### src/rtl/uart_pkg.sv
// UART register map and bit fields

package uart_pkg;

    // One serial data byte
    typedef logic [7:0] uart_byte_t;

    // ------------------------------
    // Register word index
    // ------------------------------

    // Taken from address bits 4 to 2
    typedef enum logic [2:0] {
        reg_data    = 3'd0,
        reg_ie      = 3'd1,
        reg_baud    = 3'd2,
        reg_lctrl   = 3'd3,
        reg_lstatus = 3'd5,
        reg_scratch = 3'd7
    } uart_reg_e;

    // ------------------------------
    // Line status bits
    // ------------------------------

    localparam int unsigned st_rx_ready  = 0;
    localparam int unsigned st_frame_err = 3;
    localparam int unsigned st_tx_empty  = 5;
    localparam int unsigned st_tx_idle   = 6;

    // Line control, two stop bits when set
    localparam int unsigned lc_two_stop = 2;

    // ------------------------------
    // Values after reset
    // ------------------------------

    localparam int unsigned baud_reset    = 8;
    localparam uart_byte_t  scratch_reset = 8'h08;

endpackage

### src/rtl/bus_pkg.sv
// Wishbone bus definitions

package bus_pkg;

    // ------------------------------
    // Bus widths
    // ------------------------------

    // Byte address width of the peripheral window
    localparam int unsigned wb_addr_w = 8;

    // Data path width
    localparam int unsigned wb_data_w = 32;

    // ------------------------------
    // Bus vector types
    // ------------------------------

    typedef logic [wb_addr_w-1:0] wb_addr_t;
    typedef logic [wb_data_w-1:0] wb_data_t;

endpackage
### src/rtl/uart_top.sv
// UART peripheral top level
`timescale 1ns/10ps

module uart_top #(
    parameter int unsigned div_w = 16
) (
    input  logic               clk,
    input  logic               rst_n,

    // Wishbone classic slave
    input  logic               wb_cyc_i,
    input  logic               wb_stb_i,
    input  logic               wb_we_i,
    input  bus_pkg::wb_addr_t  wb_adr_i,
    input  bus_pkg::wb_data_t  wb_dat_i,
    output bus_pkg::wb_data_t  wb_dat_o,
    output logic               wb_ack_o,

    // Serial pins and interrupt
    input  logic               uart_rxd_i,
    output logic               uart_txd_o,
    output logic               uart_irq_o
);

    import uart_pkg::*;

    uart_byte_t         tx_data;
    logic               tx_valid;
    logic               tx_ready;
    logic               two_stop;
    logic [div_w-1:0]   baud_div;
    uart_byte_t         rx_data;
    logic               rx_valid;
    logic               frame_err;

    uart_regs #(
        .div_w       (div_w)
    ) u_regs (
        .clk         (clk),
        .rst_n       (rst_n),
        .wb_cyc_i    (wb_cyc_i),
        .wb_stb_i    (wb_stb_i),
        .wb_we_i     (wb_we_i),
        .wb_adr_i    (wb_adr_i),
        .wb_dat_i    (wb_dat_i),
        .wb_dat_o    (wb_dat_o),
        .wb_ack_o    (wb_ack_o),
        .tx_data_o   (tx_data),
        .tx_valid_o  (tx_valid),
        .two_stop_o  (two_stop),
        .tx_ready_i  (tx_ready),
        .baud_div_o  (baud_div),
        .rx_data_i   (rx_data),
        .rx_valid_i  (rx_valid),
        .frame_err_i (frame_err),
        .irq_o       (uart_irq_o)
    );

    uart_tx #(
        .div_w       (div_w)
    ) u_tx (
        .clk         (clk),
        .rst_n       (rst_n),
        .tx_data_i   (tx_data),
        .valid_i     (tx_valid),
        .ready_o     (tx_ready),
        .two_stop_i  (two_stop),
        .baud_div_i  (baud_div),
        .tx_pin_o    (uart_txd_o)
    );

    uart_rx #(
        .div_w       (div_w)
    ) u_rx (
        .clk         (clk),
        .rst_n       (rst_n),
        .rx_pin_i    (uart_rxd_i),
        .baud_div_i  (baud_div),
        .rx_data_o   (rx_data),
        .valid_o     (rx_valid),
        .frame_err_o (frame_err)
    );

endmodule

### src/rtl/uart_rx.sv
// UART serial receiver
`timescale 1ns/10ps

module uart_rx #(
    parameter int unsigned div_w = 16
) (
    input  logic                  clk,
    input  logic                  rst_n,
    input  logic                  rx_pin_i,
    input  logic [div_w-1:0]      baud_div_i,
    output uart_pkg::uart_byte_t  rx_data_o,
    output logic                  valid_o,
    output logic                  frame_err_o
);

    import uart_pkg::*;

    typedef enum logic [1:0] {
        s_idle,
        s_start,
        s_data,
        s_stop
    } rx_state_e;

    rx_state_e          state_q;
    logic               rx_meta_q;
    logic               rx_sync_q;
    logic               rx_prev_q;
    logic [div_w-1:0]   cnt_q;
    logic [2:0]         bit_idx_q;
    uart_byte_t         shift_q;
    logic               valid_q;
    logic               ferr_q;
    logic               fall;

    // ------------------------------
    // Pin synchronizer
    // ------------------------------

    always_ff @(posedge clk) begin
        if (!rst_n) begin
            rx_meta_q <= 1'b1;
            rx_sync_q <= 1'b1;
            rx_prev_q <= 1'b1;
        end else begin
            rx_meta_q <= rx_pin_i;
            rx_sync_q <= rx_meta_q;
            rx_prev_q <= rx_sync_q;
        end
    end

    assign fall = rx_prev_q & ~rx_sync_q;

    // ------------------------------
    // Frame FSM
    // ------------------------------

    always_ff @(posedge clk) begin
        if (!rst_n) begin
            state_q   <= s_idle;
            cnt_q     <= '0;
            bit_idx_q <= '0;
            valid_q   <= 1'b0;
            ferr_q    <= 1'b0;
        end else begin
            valid_q <= 1'b0;
            ferr_q  <= 1'b0;
            case (state_q)
                s_idle: begin
                    if (fall) begin
                        // Half a bit to reach the middle of start
                        state_q <= s_start;
                        cnt_q   <= baud_div_i >> 1;
                    end
                end
                s_start: begin
                    if (cnt_q != '0) begin
                        cnt_q <= cnt_q - div_w'(1);
                    end else if (!rx_sync_q) begin
                        state_q   <= s_data;
                        cnt_q     <= baud_div_i - div_w'(1);
                        bit_idx_q <= '0;
                    end else begin
                        // Glitch, line went back high
                        state_q <= s_idle;
                    end
                end
                s_data: begin
                    if (cnt_q != '0) begin
                        cnt_q <= cnt_q - div_w'(1);
                    end else begin
                        cnt_q     <= baud_div_i - div_w'(1);
                        bit_idx_q <= bit_idx_q + 3'd1;
                        if (bit_idx_q == 3'd7) begin
                            state_q <= s_stop;
                        end
                    end
                end
                s_stop: begin
                    if (cnt_q != '0) begin
                        cnt_q <= cnt_q - div_w'(1);
                    end else begin
                        valid_q <= rx_sync_q;
                        ferr_q  <= ~rx_sync_q;
                        state_q <= s_idle;
                    end
                end
                default: state_q <= s_idle;
            endcase
        end
    end

    // Data bits arrive LSB first
    always_ff @(posedge clk) begin
        if (state_q == s_data && cnt_q == '0) begin
            shift_q <= {rx_sync_q, shift_q[7:1]};
        end
    end

    assign rx_data_o   = shift_q;
    assign valid_o     = valid_q;
    assign frame_err_o = ferr_q;

endmodule

### src/rtl/uart_tx.sv
// UART serial transmitter
`timescale 1ns/10ps

module uart_tx #(
    parameter int unsigned div_w = 16
) (
    input  logic                  clk,
    input  logic                  rst_n,
    input  uart_pkg::uart_byte_t  tx_data_i,
    input  logic                  valid_i,
    output logic                  ready_o,
    input  logic                  two_stop_i,
    input  logic [div_w-1:0]      baud_div_i,
    output logic                  tx_pin_o
);

    import uart_pkg::*;

    logic               busy_q;
    logic               txd_q;
    logic [div_w-1:0]   cnt_q;
    logic [3:0]         bits_left_q;
    uart_byte_t         shift_q;
    logic               load;

    assign ready_o = ~busy_q;
    assign load    = valid_i & ~busy_q;

    // ------------------------------
    // Bit sequencer
    // ------------------------------

    // Bits after start, stop count fixed at load time
    always_ff @(posedge clk) begin
        if (!rst_n) begin
            busy_q      <= 1'b0;
            txd_q       <= 1'b1;
            cnt_q       <= '0;
            bits_left_q <= '0;
        end else if (load) begin
            busy_q      <= 1'b1;
            txd_q       <= 1'b0;
            cnt_q       <= baud_div_i - div_w'(1);
            bits_left_q <= two_stop_i ? 4'd10 : 4'd9;
        end else if (busy_q) begin
            if (cnt_q != '0) begin
                cnt_q <= cnt_q - div_w'(1);
            end else if (bits_left_q == '0) begin
                // Last stop bit done
                busy_q <= 1'b0;
            end else begin
                txd_q       <= shift_q[0];
                cnt_q       <= baud_div_i - div_w'(1);
                bits_left_q <= bits_left_q - 4'd1;
            end
        end
    end

    // ------------------------------
    // Data shift register
    // ------------------------------

    // Ones shift in behind the data and form the stop bits
    always_ff @(posedge clk) begin
        if (load) begin
            shift_q <= tx_data_i;
        end else if (busy_q && cnt_q == '0 && bits_left_q != '0) begin
            shift_q <= {1'b1, shift_q[7:1]};
        end
    end

    assign tx_pin_o = txd_q;

endmodule

### src/rtl/uart_regs.sv
// UART register block
`timescale 1ns/10ps

module uart_regs #(
    parameter int unsigned div_w = 16
) (
    input  logic                  clk,
    input  logic                  rst_n,

    // Wishbone classic slave
    input  logic                  wb_cyc_i,
    input  logic                  wb_stb_i,
    input  logic                  wb_we_i,
    input  bus_pkg::wb_addr_t     wb_adr_i,
    input  bus_pkg::wb_data_t     wb_dat_i,
    output bus_pkg::wb_data_t     wb_dat_o,
    output logic                  wb_ack_o,

    // Transmitter side
    output uart_pkg::uart_byte_t  tx_data_o,
    output logic                  tx_valid_o,
    output logic                  two_stop_o,
    input  logic                  tx_ready_i,
    output logic [div_w-1:0]      baud_div_o,

    // Receiver side
    input  uart_pkg::uart_byte_t  rx_data_i,
    input  logic                  rx_valid_i,
    input  logic                  frame_err_i,

    output logic                  irq_o
);

    import bus_pkg::*;
    import uart_pkg::*;

    uart_reg_e          reg_idx;
    logic               req;
    logic               rd_req;
    logic               wr_req;
    logic               data_wr;
    logic               accept;
    wb_data_t           rd_mux;
    uart_byte_t         status;

    logic               ack_q;
    wb_data_t           rd_data_q;
    uart_byte_t         ie_q;
    uart_byte_t         lctrl_q;
    logic [div_w-1:0]   baud_q;
    uart_byte_t         scratch_q;
    uart_byte_t         rx_data_q;
    logic               rx_ready_q;
    logic               frame_err_q;

    // ------------------------------
    // Bus decode
    // ------------------------------

    assign reg_idx = uart_reg_e'(wb_adr_i[4:2]);

    // New request only while no ack is out
    assign req    = wb_cyc_i & wb_stb_i & ~ack_q;
    assign rd_req = req & ~wb_we_i;
    assign wr_req = req & wb_we_i;

    assign data_wr = wr_req & (reg_idx == reg_data);

    // Data writes wait for the transmitter
    assign accept = req & ~(data_wr & ~tx_ready_i);

    // Byte goes straight from the bus to the transmitter
    assign tx_valid_o = data_wr;
    assign tx_data_o  = wb_dat_i[7:0];

    // ------------------------------
    // Status and read mux
    // ------------------------------

    always_comb begin
        status               = '0;
        status[st_rx_ready]  = rx_ready_q;
        status[st_frame_err] = frame_err_q;
        status[st_tx_empty]  = tx_ready_i;
        status[st_tx_idle]   = tx_ready_i;
    end

    always_comb begin
        rd_mux = '0;
        case (reg_idx)
            reg_data:    rd_mux = wb_data_t'(rx_data_q);
            reg_ie:      rd_mux = wb_data_t'(ie_q);
            reg_baud:    rd_mux = wb_data_t'(baud_q);
            reg_lctrl:   rd_mux = wb_data_t'(lctrl_q);
            reg_lstatus: rd_mux = wb_data_t'(status);
            reg_scratch: rd_mux = wb_data_t'(scratch_q);
            default:     rd_mux = '0;
        endcase
    end

    // Single cycle ack
    always_ff @(posedge clk) begin
        if (!rst_n) begin
            ack_q <= 1'b0;
        end else begin
            ack_q <= accept;
        end
    end

    // Read data lines up with ack
    always_ff @(posedge clk) begin
        if (accept && !wb_we_i) begin
            rd_data_q <= rd_mux;
        end else begin
            rd_data_q <= '0;
        end
    end

    // ------------------------------
    // Writable registers
    // ------------------------------

    always_ff @(posedge clk) begin
        if (!rst_n) begin
            ie_q      <= '0;
            lctrl_q   <= '0;
            baud_q    <= div_w'(baud_reset);
            scratch_q <= scratch_reset;
        end else if (wr_req) begin
            case (reg_idx)
                reg_ie:      ie_q      <= wb_dat_i[7:0];
                reg_lctrl:   lctrl_q   <= wb_dat_i[7:0];
                reg_baud:    baud_q    <= wb_dat_i[div_w-1:0];
                reg_scratch: scratch_q <= wb_dat_i[7:0];
                // Data goes to the transmitter, status is read only
                default: begin
                end
            endcase
        end
    end

    // Receive flags, a new event wins over a clearing read
    always_ff @(posedge clk) begin
        if (!rst_n) begin
            rx_ready_q  <= 1'b0;
            frame_err_q <= 1'b0;
        end else begin
            if (rx_valid_i) begin
                rx_ready_q <= 1'b1;
            end else if (rd_req && reg_idx == reg_data) begin
                rx_ready_q <= 1'b0;
            end
            if (frame_err_i) begin
                frame_err_q <= 1'b1;
            end else if (rd_req && reg_idx == reg_lstatus) begin
                frame_err_q <= 1'b0;
            end
        end
    end

    always_ff @(posedge clk) begin
        if (rx_valid_i) begin
            rx_data_q <= rx_data_i;
        end
    end

    // ------------------------------
    // Outputs
    // ------------------------------

    assign wb_ack_o   = ack_q;
    assign wb_dat_o   = rd_data_q;
    assign two_stop_o = lctrl_q[lc_two_stop];
    assign baud_div_o = baud_q;

    // Enabled status bits raise the interrupt
    assign irq_o = |(status & ie_q);

endmodule

### config.mk
export PLATFORM = sky130hd
export DESIGN_NAME = uart_top
export DESIGN_NICKNAME = d
export VERILOG_FILES = /design/src/rtl/uart_pkg.sv /design/src/rtl/bus_pkg.sv /design/src/rtl/uart_top.sv /design/src/rtl/uart_rx.sv /design/src/rtl/uart_tx.sv /design/src/rtl/uart_regs.sv
export SDC_FILE = /design/constraint.sdc
export NUM_CORES = 1
export LEC_CHECK = 0
export ABC_CLOCK_PERIOD_IN_PS = 3090
export BUFFER_PORTS_ARGS = -buffer_cell sky130_fd_sc_hd__buf_2
export CAP_MARGIN = 0
export CELL_PAD_IN_SITES_DETAIL_PLACEMENT = 1
export CELL_PAD_IN_SITES_GLOBAL_PLACEMENT = 1
export CORE_MARGIN = 3
export CORE_UTILIZATION = 40
export CTS_CLUSTER_SIZE = 10
export DETAILED_ROUTE_END_ITERATION = 6
export MAX_ROUTING_LAYER = met4
export PLACE_DENSITY = 0.82
export SETUP_SLACK_MARGIN = 0.4
export SYNTH_ARGS = -nofsm -noshare
export SYNTH_HDL_FRONTEND = slang
export SYNTH_SLANG_ARGS = --single-unit
export TNS_END_PERCENT = 50
### constraint.sdc
create_clock -name clk -period 3.09 [get_ports clk]
set_clock_uncertainty 0.05 [all_clocks]
set_input_delay 0.1545 -clock clk [delete_from_list [all_inputs] [get_ports clk]]
set_output_delay 0.1545 -clock clk [all_outputs]
set_load 0.02 [all_outputs]
== Word level (Yosys, flattened, before mapping) ==
Cells that the tools add are included.
W data, S select, Z words.

* Bits in registers: 147
* Latch bits: 0
* Memory bits (writable): 0
* Bits in read-only memories: 0
* Logic and storage cells: 137
* Memories: 0

* Add/subtract/negate cells: 5
* $mul: 0
* Divide/modulo/power cells: 0
* Magnitude comparators: 0
* Equal/unequal tests: 20
* Shift-type cells: 0
* Muxes and demuxes: 41
* Bitwise operators: 17
* Reduce and logical (&&, ||, !) cells: 31

{| class="wikitable"
|+ Operators with widths
! cell !! count
|-
| $mux W16 || 9
|-
| $pmux W16 S6 || 1
|-
| $pmux W16 S4 || 1
|-
| $sub A16 B1 Y16 const B || 3
|-
| $logic_not A16 Y1 || 2
|-
| $reduce_bool A16 Y1 || 2
|-
| $mux W4 || 4
|-
| $mux W8 || 2
|-
| $mux W2 || 7
|-
| $mux W1 || 12
|-
| $ne A2 B1 Y1 const B || 5
|-
| $reduce_and A2 Y1 || 5
|-
| $reduce_bool A2 Y1 || 5
|-
| $and A1 B1 Y1 || 9
|-
| $eq A3 B3 Y1 const B || 3
|-
| $mux W3 || 3
|-
| $and A7 B8 Y8 || 1
|-
| $ne A2 B2 Y1 const B || 4
|-
| $pmux W2 S4 || 1
|-
| $reduce_or A8 Y1 || 1
|-
| $not A1 Y1 || 7
|-
| $eq A3 B2 Y1 const B || 2
|-
| $logic_and A1 B1 Y1 || 6
|-
| $pmux W3 S2 || 1
|-
| 16 further kinds || 18
|}

== Logic depth before layout (Yosys ltp) ==
* Depth in word-level cells: 8
* Gate-level depth with buffers: 10
* Gate-level depth less buffers: 9

== By module ==
A second synthesis with hierarchy kept.

* Cells, all modules: 811
* Area, all modules: 7263.2 µm²

{| class="wikitable"
|+ Modules (own cells, without submodules)
! module !! times used !! cells an instance !! area an instance (µm²) !! sequential area each (µm²)
|-
| uart_regs || 1 || 303 || 2900.3 || 1421.4
|-
| uart_rx || 1 || 279 || 2396.0 || 760.7
|-
| uart_tx || 1 || 229 || 1966.9 || 680.7
|}

== Least setup slack after synthesis ==
OpenSTA, ideal clock, no wires.

* Kind: reg-to-reg
* Start point: register u_tx.cnt_q[0]
* End point: register u_tx.bits_left_q[1]
* Library setup time: 0.115 ns
* Arrival time: 1.991 ns
* Required time: 2.925 ns
* Setup slack: 0.934 ns
* Stages on the path, launching flop included: 11
* Path buffers: 1
* Path through: dfxtp_1 -> inv_1 -> ha_1 -> nor4b_2 -> and4_1 -> and3_1 -> buf_2 -> nor2_1 -> inv_1 -> o221ai_1 -> and2_1

* Word-level cells in the longest chain between the ends: 3

{| class="wikitable"
|+ Ends and longest elaborated chain
! what !! line !! source
|-
| start, declared || uart_tx.sv:21 || <nowiki>logic [div_w-1:0] cnt_q;</nowiki>
|-
| start signal, assigned || uart_tx.sv:43 || <nowiki>cnt_q <= baud_div_i - div_w'(1);</nowiki>
|-
| start signal, assigned || uart_tx.sv:47 || <nowiki>cnt_q <= cnt_q - div_w'(1);</nowiki>
|-
| start signal, assigned || uart_tx.sv:53 || <nowiki>cnt_q <= baud_div_i - div_w'(1);</nowiki>
|-
| $reduce_bool A16 Y1 || uart_tx.sv:46 || <nowiki>if (cnt_q != '0) begin</nowiki>
|-
| $ne A2 B1 Y1 (no line) || n/a ||
|-
| $reduce_and A3 Y1 (no line) || n/a ||
|-
| end signal, assigned || uart_tx.sv:44 || <nowiki>bits_left_q <= two_stop_i ? 4'd10 : 4'd9;</nowiki>
|-
| end signal, assigned || uart_tx.sv:54 || <nowiki>bits_left_q <= bits_left_q - 4'd1;</nowiki>
|-
| end, declared || uart_tx.sv:22 || <nowiki>logic [3:0] bits_left_q;</nowiki>
|}

No other way between the ends.
A chain may end at the register's enable or synchronous reset.

== Final worst setup path ==
* Start point: register u_regs.baud_q[5] (netlist: u_regs.baud_div_o[5])
* End point: register u_tx.cnt_q[9]

* Word-level cells in the longest chain between the ends: 5

{| class="wikitable"
|+ Ends and longest elaborated chain
! what !! line !! source
|-
| start, declared || uart_regs.sv:50 || <nowiki>logic [div_w-1:0] baud_q;</nowiki>
|-
| start signal, assigned || uart_regs.sv:127 || <nowiki>baud_q <= div_w'(baud_reset);</nowiki>
|-
| start signal, assigned || uart_regs.sv:133 || <nowiki>reg_baud: baud_q <= wb_dat_i[div_w-1:0];</nowiki>
|-
| $sub A16 B1 Y16 * || uart_tx.sv:43, uart_tx.sv:53 ||
|-
| $mux W16 || uart_tx.sv:48 || <nowiki>end else if (bits_left_q == '0) begin</nowiki>
|-
| $mux W16 || uart_tx.sv:46 ||
|-
| $mux W16 || uart_tx.sv:45 || <nowiki>end else if (busy_q) begin</nowiki>
|-
| $mux W16 * || uart_tx.sv:40 || <nowiki>end else if (load) begin</nowiki>
|}

Mark *: on every way between the ends. The rest lies on a longest branch, timed or not. The select of a mux whose other input is x is not followed.

==> results_dict.tcl <==
set metrics [dict create \
    vdd_ir_drop_max_mv 0.543 \
    vias_per_cell 5.75 \
    fin_crit_sh_pct 81.8 \
    dpl.cell_count 975 \
    status "finished clean" \
    hold_viol 0 \
    endpoint_kind "flop" \
    grt_pass1_wl_um 33100 \
    routed_wl_um 20500 \
    required_ps 3400 \
    clk_path_buf_depth 2 \
    maxSlewViolCount 0 \
    drc 0 \
    power_mw 5.05 \
    n_antenna_cell 0 \
    final_antenna_net_count 0 \
    ys_top_cells_by_area "dfxtp_1 32%, edfxtp_1 11%, mux2i_1 6.6%" \
    syn_inst 737 \
    drt_iter0_markers 444 \
    post-synth-top-area-cell "dfxtp_1" \
    power_density_nw_per_um2 650 \
    p_leak_nw 3.12 \
    reg2reg_depth 6 \
    grt_setup_unrepaired "true" \
    routabilityCongestion 0.879 \
    wire_per_inst_um 20.1 \
    crit_chain "nor3_1 -> nand4_1 -> nor2_1 -> xor2_1 -> nand2_1 -> a31oi_1" \
    die_h_um 135 \
    netlist_area_um2 6650 \
    synth_seq_cells 131 \
    cp_slowest_cell "nor3_1" \
    clk_latency_ps 440 \
    numCtsBuffers 17 \
    die_area_um2 18200 \
    rows 46 \
    ys_warn_count 0 \
    antenna_found_initial 0 \
    setup_viol 0 \
    layout-drive-gt1-share_pct 14.9 \
    crit_arrival_ps 2840 \
    cts_root_buffer "clkbuf_16" \
    vias 5872 \
    io_pins 81 \
    r2r_start "u_regs.baud_div_o[5]$_SDFFE_PN0P_" \
    synth_cell_types 69 \
    synth_common_cells "107 x dfxtp_1, 89 x nand2_1, 53 x nor2_1" \
    async_flop_share_pct 0 \
    cpPeakStageDelay_ps 530 \
    ys.flop_type "dfxtp_1" \
    holdPathEnd "u_regs.ie_q[3]$_SDFFE_PN0P_" \
    clk_pin_slew_ps 60 \
    grt_max_degree 55 \
    synth_most_common_cell "dfxtp_1" \
    max_cap_viol_count 0 \
    start_util_pct 41.4 \
    min_period_ps 2530 \
    coreArea_um2 16100 \
    htree_levels 4 \
    layout-area-overhead-vs-synth_pct 16.8 \
    port_buffers 43 \
    drtPass1Iterations 5 \
    overflow 0 \
    finalSetupTns_ps 0 \
    crit_fanout 7 \
    die_width_um 135 \
    grt_util_all_layers_pct 23.9 \
    synth_edf_count 24 \
    worstMarginPinSlew_ps 883 \
    cts_num_sinks 131 \
    criticalPathCategory "reg2reg" \
    cp-start-kind "flop" \
    instances_no_fill 1021 \
    min_path_cells 3 \
    cts_tree "built" \
    syn_avg_cell_area_um2 9.02 \
    timing.reg2reg.setup_slack_ps 560 \
    dp_hpwl_um 13600 \
    fmax_mhz 396 \
    grt_pass1_vias 6086 \
    num-nets-final 849 \
    synth_top_area_share_pct 32.2 \
    worstHoldPathType "in2reg" \
    hold_ws_ps 34.3 \
    worst_hold_startpoint "wb_dat_i[3]" \
    worstReg2RegEnd "u_tx.cnt_q[9]$_SDFFE_PN0P_" \
    slew_headroom_pct 40.8 \
    ys_seq_area_share_pct 43.1 \
]
==> power by group <==
part | internal (mW) | switching, mW | total [mW]
clock network | 1.15 | 0.893 | 2.04
logic | 0.435 | 0.716 | 1.15
registers | 1.78 | 0.0758 | 1.86
total | 3.36 | 1.68 | 5.05
==> layer usage <==
layer	wire length [um]	vias up	track usage, %	share of wire [%]
met5	0	-	-	0
met4	380	0	7.98	1.8
met3	1020	41	5.29	5.0
met2	10300	173	39.5	50
met1	8830	2929	29.0	43
li1	-	2729	-	-
==> state kept, by name, indices dropped and copies added, names as in the netlist, 3 cells and up, named ones only <==
register	flops
u_rx.bit_idx_q	3
u_regs.scratch_q	8
u_regs.ie_q	8
u_tx.bits_left_q	4
u_regs.wb_dat_o	16
u_tx.cnt_q	16
u_tx.shift_q	8
u_regs.baud_div_o	16
u_regs.rx_data_q	8
u_rx.rx_data_o	8
u_regs.lctrl_q	8
u_rx.cnt_q	16
==> cells in the final DEF, fill, tap and decap left out, types with 4 or more instances in the layout <==
cell and instances:
a211oi_1 6, a21oi_1 30, a221oi_1 7, a22oi_1 14, a31oi_1 5, and2_1 11, and3_1 4, buf_2 43
buf_4 17, clkbuf_16 17, conb_1 16, dfxtp_1 107, dlygate4sd3_1 12, edfxtp_1 24, ha_1 11, inv_1 16
inv_6 5, inv_8 5, mux2_2 9, mux2i_1 44, nand2_1 89, nand2b_1 16, nand3_1 28, nand3b_1 4
nand4_1 11, nor2_1 53, nor2b_1 35, nor3_1 11, nor4_1 11, o21a_1 10, o21ai_0 26, o22ai_1 16
or3_1 4, xnor2_1 14, xor2_1 14
==> what timing repair did <==
item	4_1_cts	5_1_grt
resized for setup	0	4
endpoints found under the setup margin	0	25
setup buffers	0	2
hold buffers	12	0
endpoints found under the hold margin	12	0
==> area by class of cell <==
cell class,count,area (um2)
Inverter,18,67.6
Clock inverter,15,161
Clock buffer,17,425
Timing Repair Buffer,72,463
Fill cell,1841,8300
Multi-Input combinational cell,552,3510
Sequential cell,131,2860
Tap cell,216,270
==> worst max-delay path: cells and delay by family (launching register included) <==
family                    cells  cell delay [ps]
DFF                           1              420
AOI/OAI and AO/OA             1              200
and+or+nand+nor               4             1260
xor gates and xnor gates      1              530
==> how the worst max path moves through the flow <==
stage | start | endpoint | slack, ps
5_1_grt | u_regs.baud_div_o[5]$_SDFFE_PN0P_ | u_tx.cnt_q[15]$_SDFFE_PN0P_ | 340
4_1_cts | u_rx.cnt_q[11]$_SDFFE_PN0P_ | u_rx.cnt_q[6]$_SDFFE_PN0P_ | 460
3_5_place_dp | u_tx.cnt_q[0]$_SDFFE_PN0P_ | u_tx.cnt_q[4]$_SDFFE_PN0P_ | 530
6_report | u_regs.baud_div_o[5]$_SDFFE_PN0P_ | u_tx.cnt_q[9]$_SDFFE_PN0P_ | 560
3_3_place_gp | u_tx.cnt_q[0]$_SDFFE_PN0P_ | u_tx.cnt_q[4]$_SDFFE_PN0P_ | 560
2_1_floorplan | u_tx.cnt_q[0]$_SDFFE_PN0P_ | u_tx.bits_left_q[1]$_SDFFE_PN0P_ | 930
==> kinds of logic (layout without fill, tap and decap cells) <==
| family | after synthesis | count (layout) | share of synthesized area (%) |
|---|---|---|---|
| DFF | 131 | 131 | 43.1 |
| AOI/OAI and AO/OA | 139 | 139 | 13.5 |
| and+or+nand+nor | 305 | 305 | 24.3 |
| muxes | 53 | 53 | 8.15 |
| other | 1 | 16 | 0.0564 |
| adders and majority gates | 11 | 11 | 2.07 |
| buffers and inverters | 69 | 122 | 5.16 |
| xor gates and xnor gates | 28 | 28 | 3.69 |
==> metrics by stage <==
stage | area, um2 | worst slack [ps] | util [%]
after global routing | 7760 | 345 | 48.3
after global placement | 7020 | 563 | 43.7
after CTS | 7730 | 458 | 48.1
after floorplan | 6700 | 934 | -
final | 7760 | 563 | 48.3
after detailed placement | 7020 | 531 | 43.7
Power figures use the tool's default switching activity.
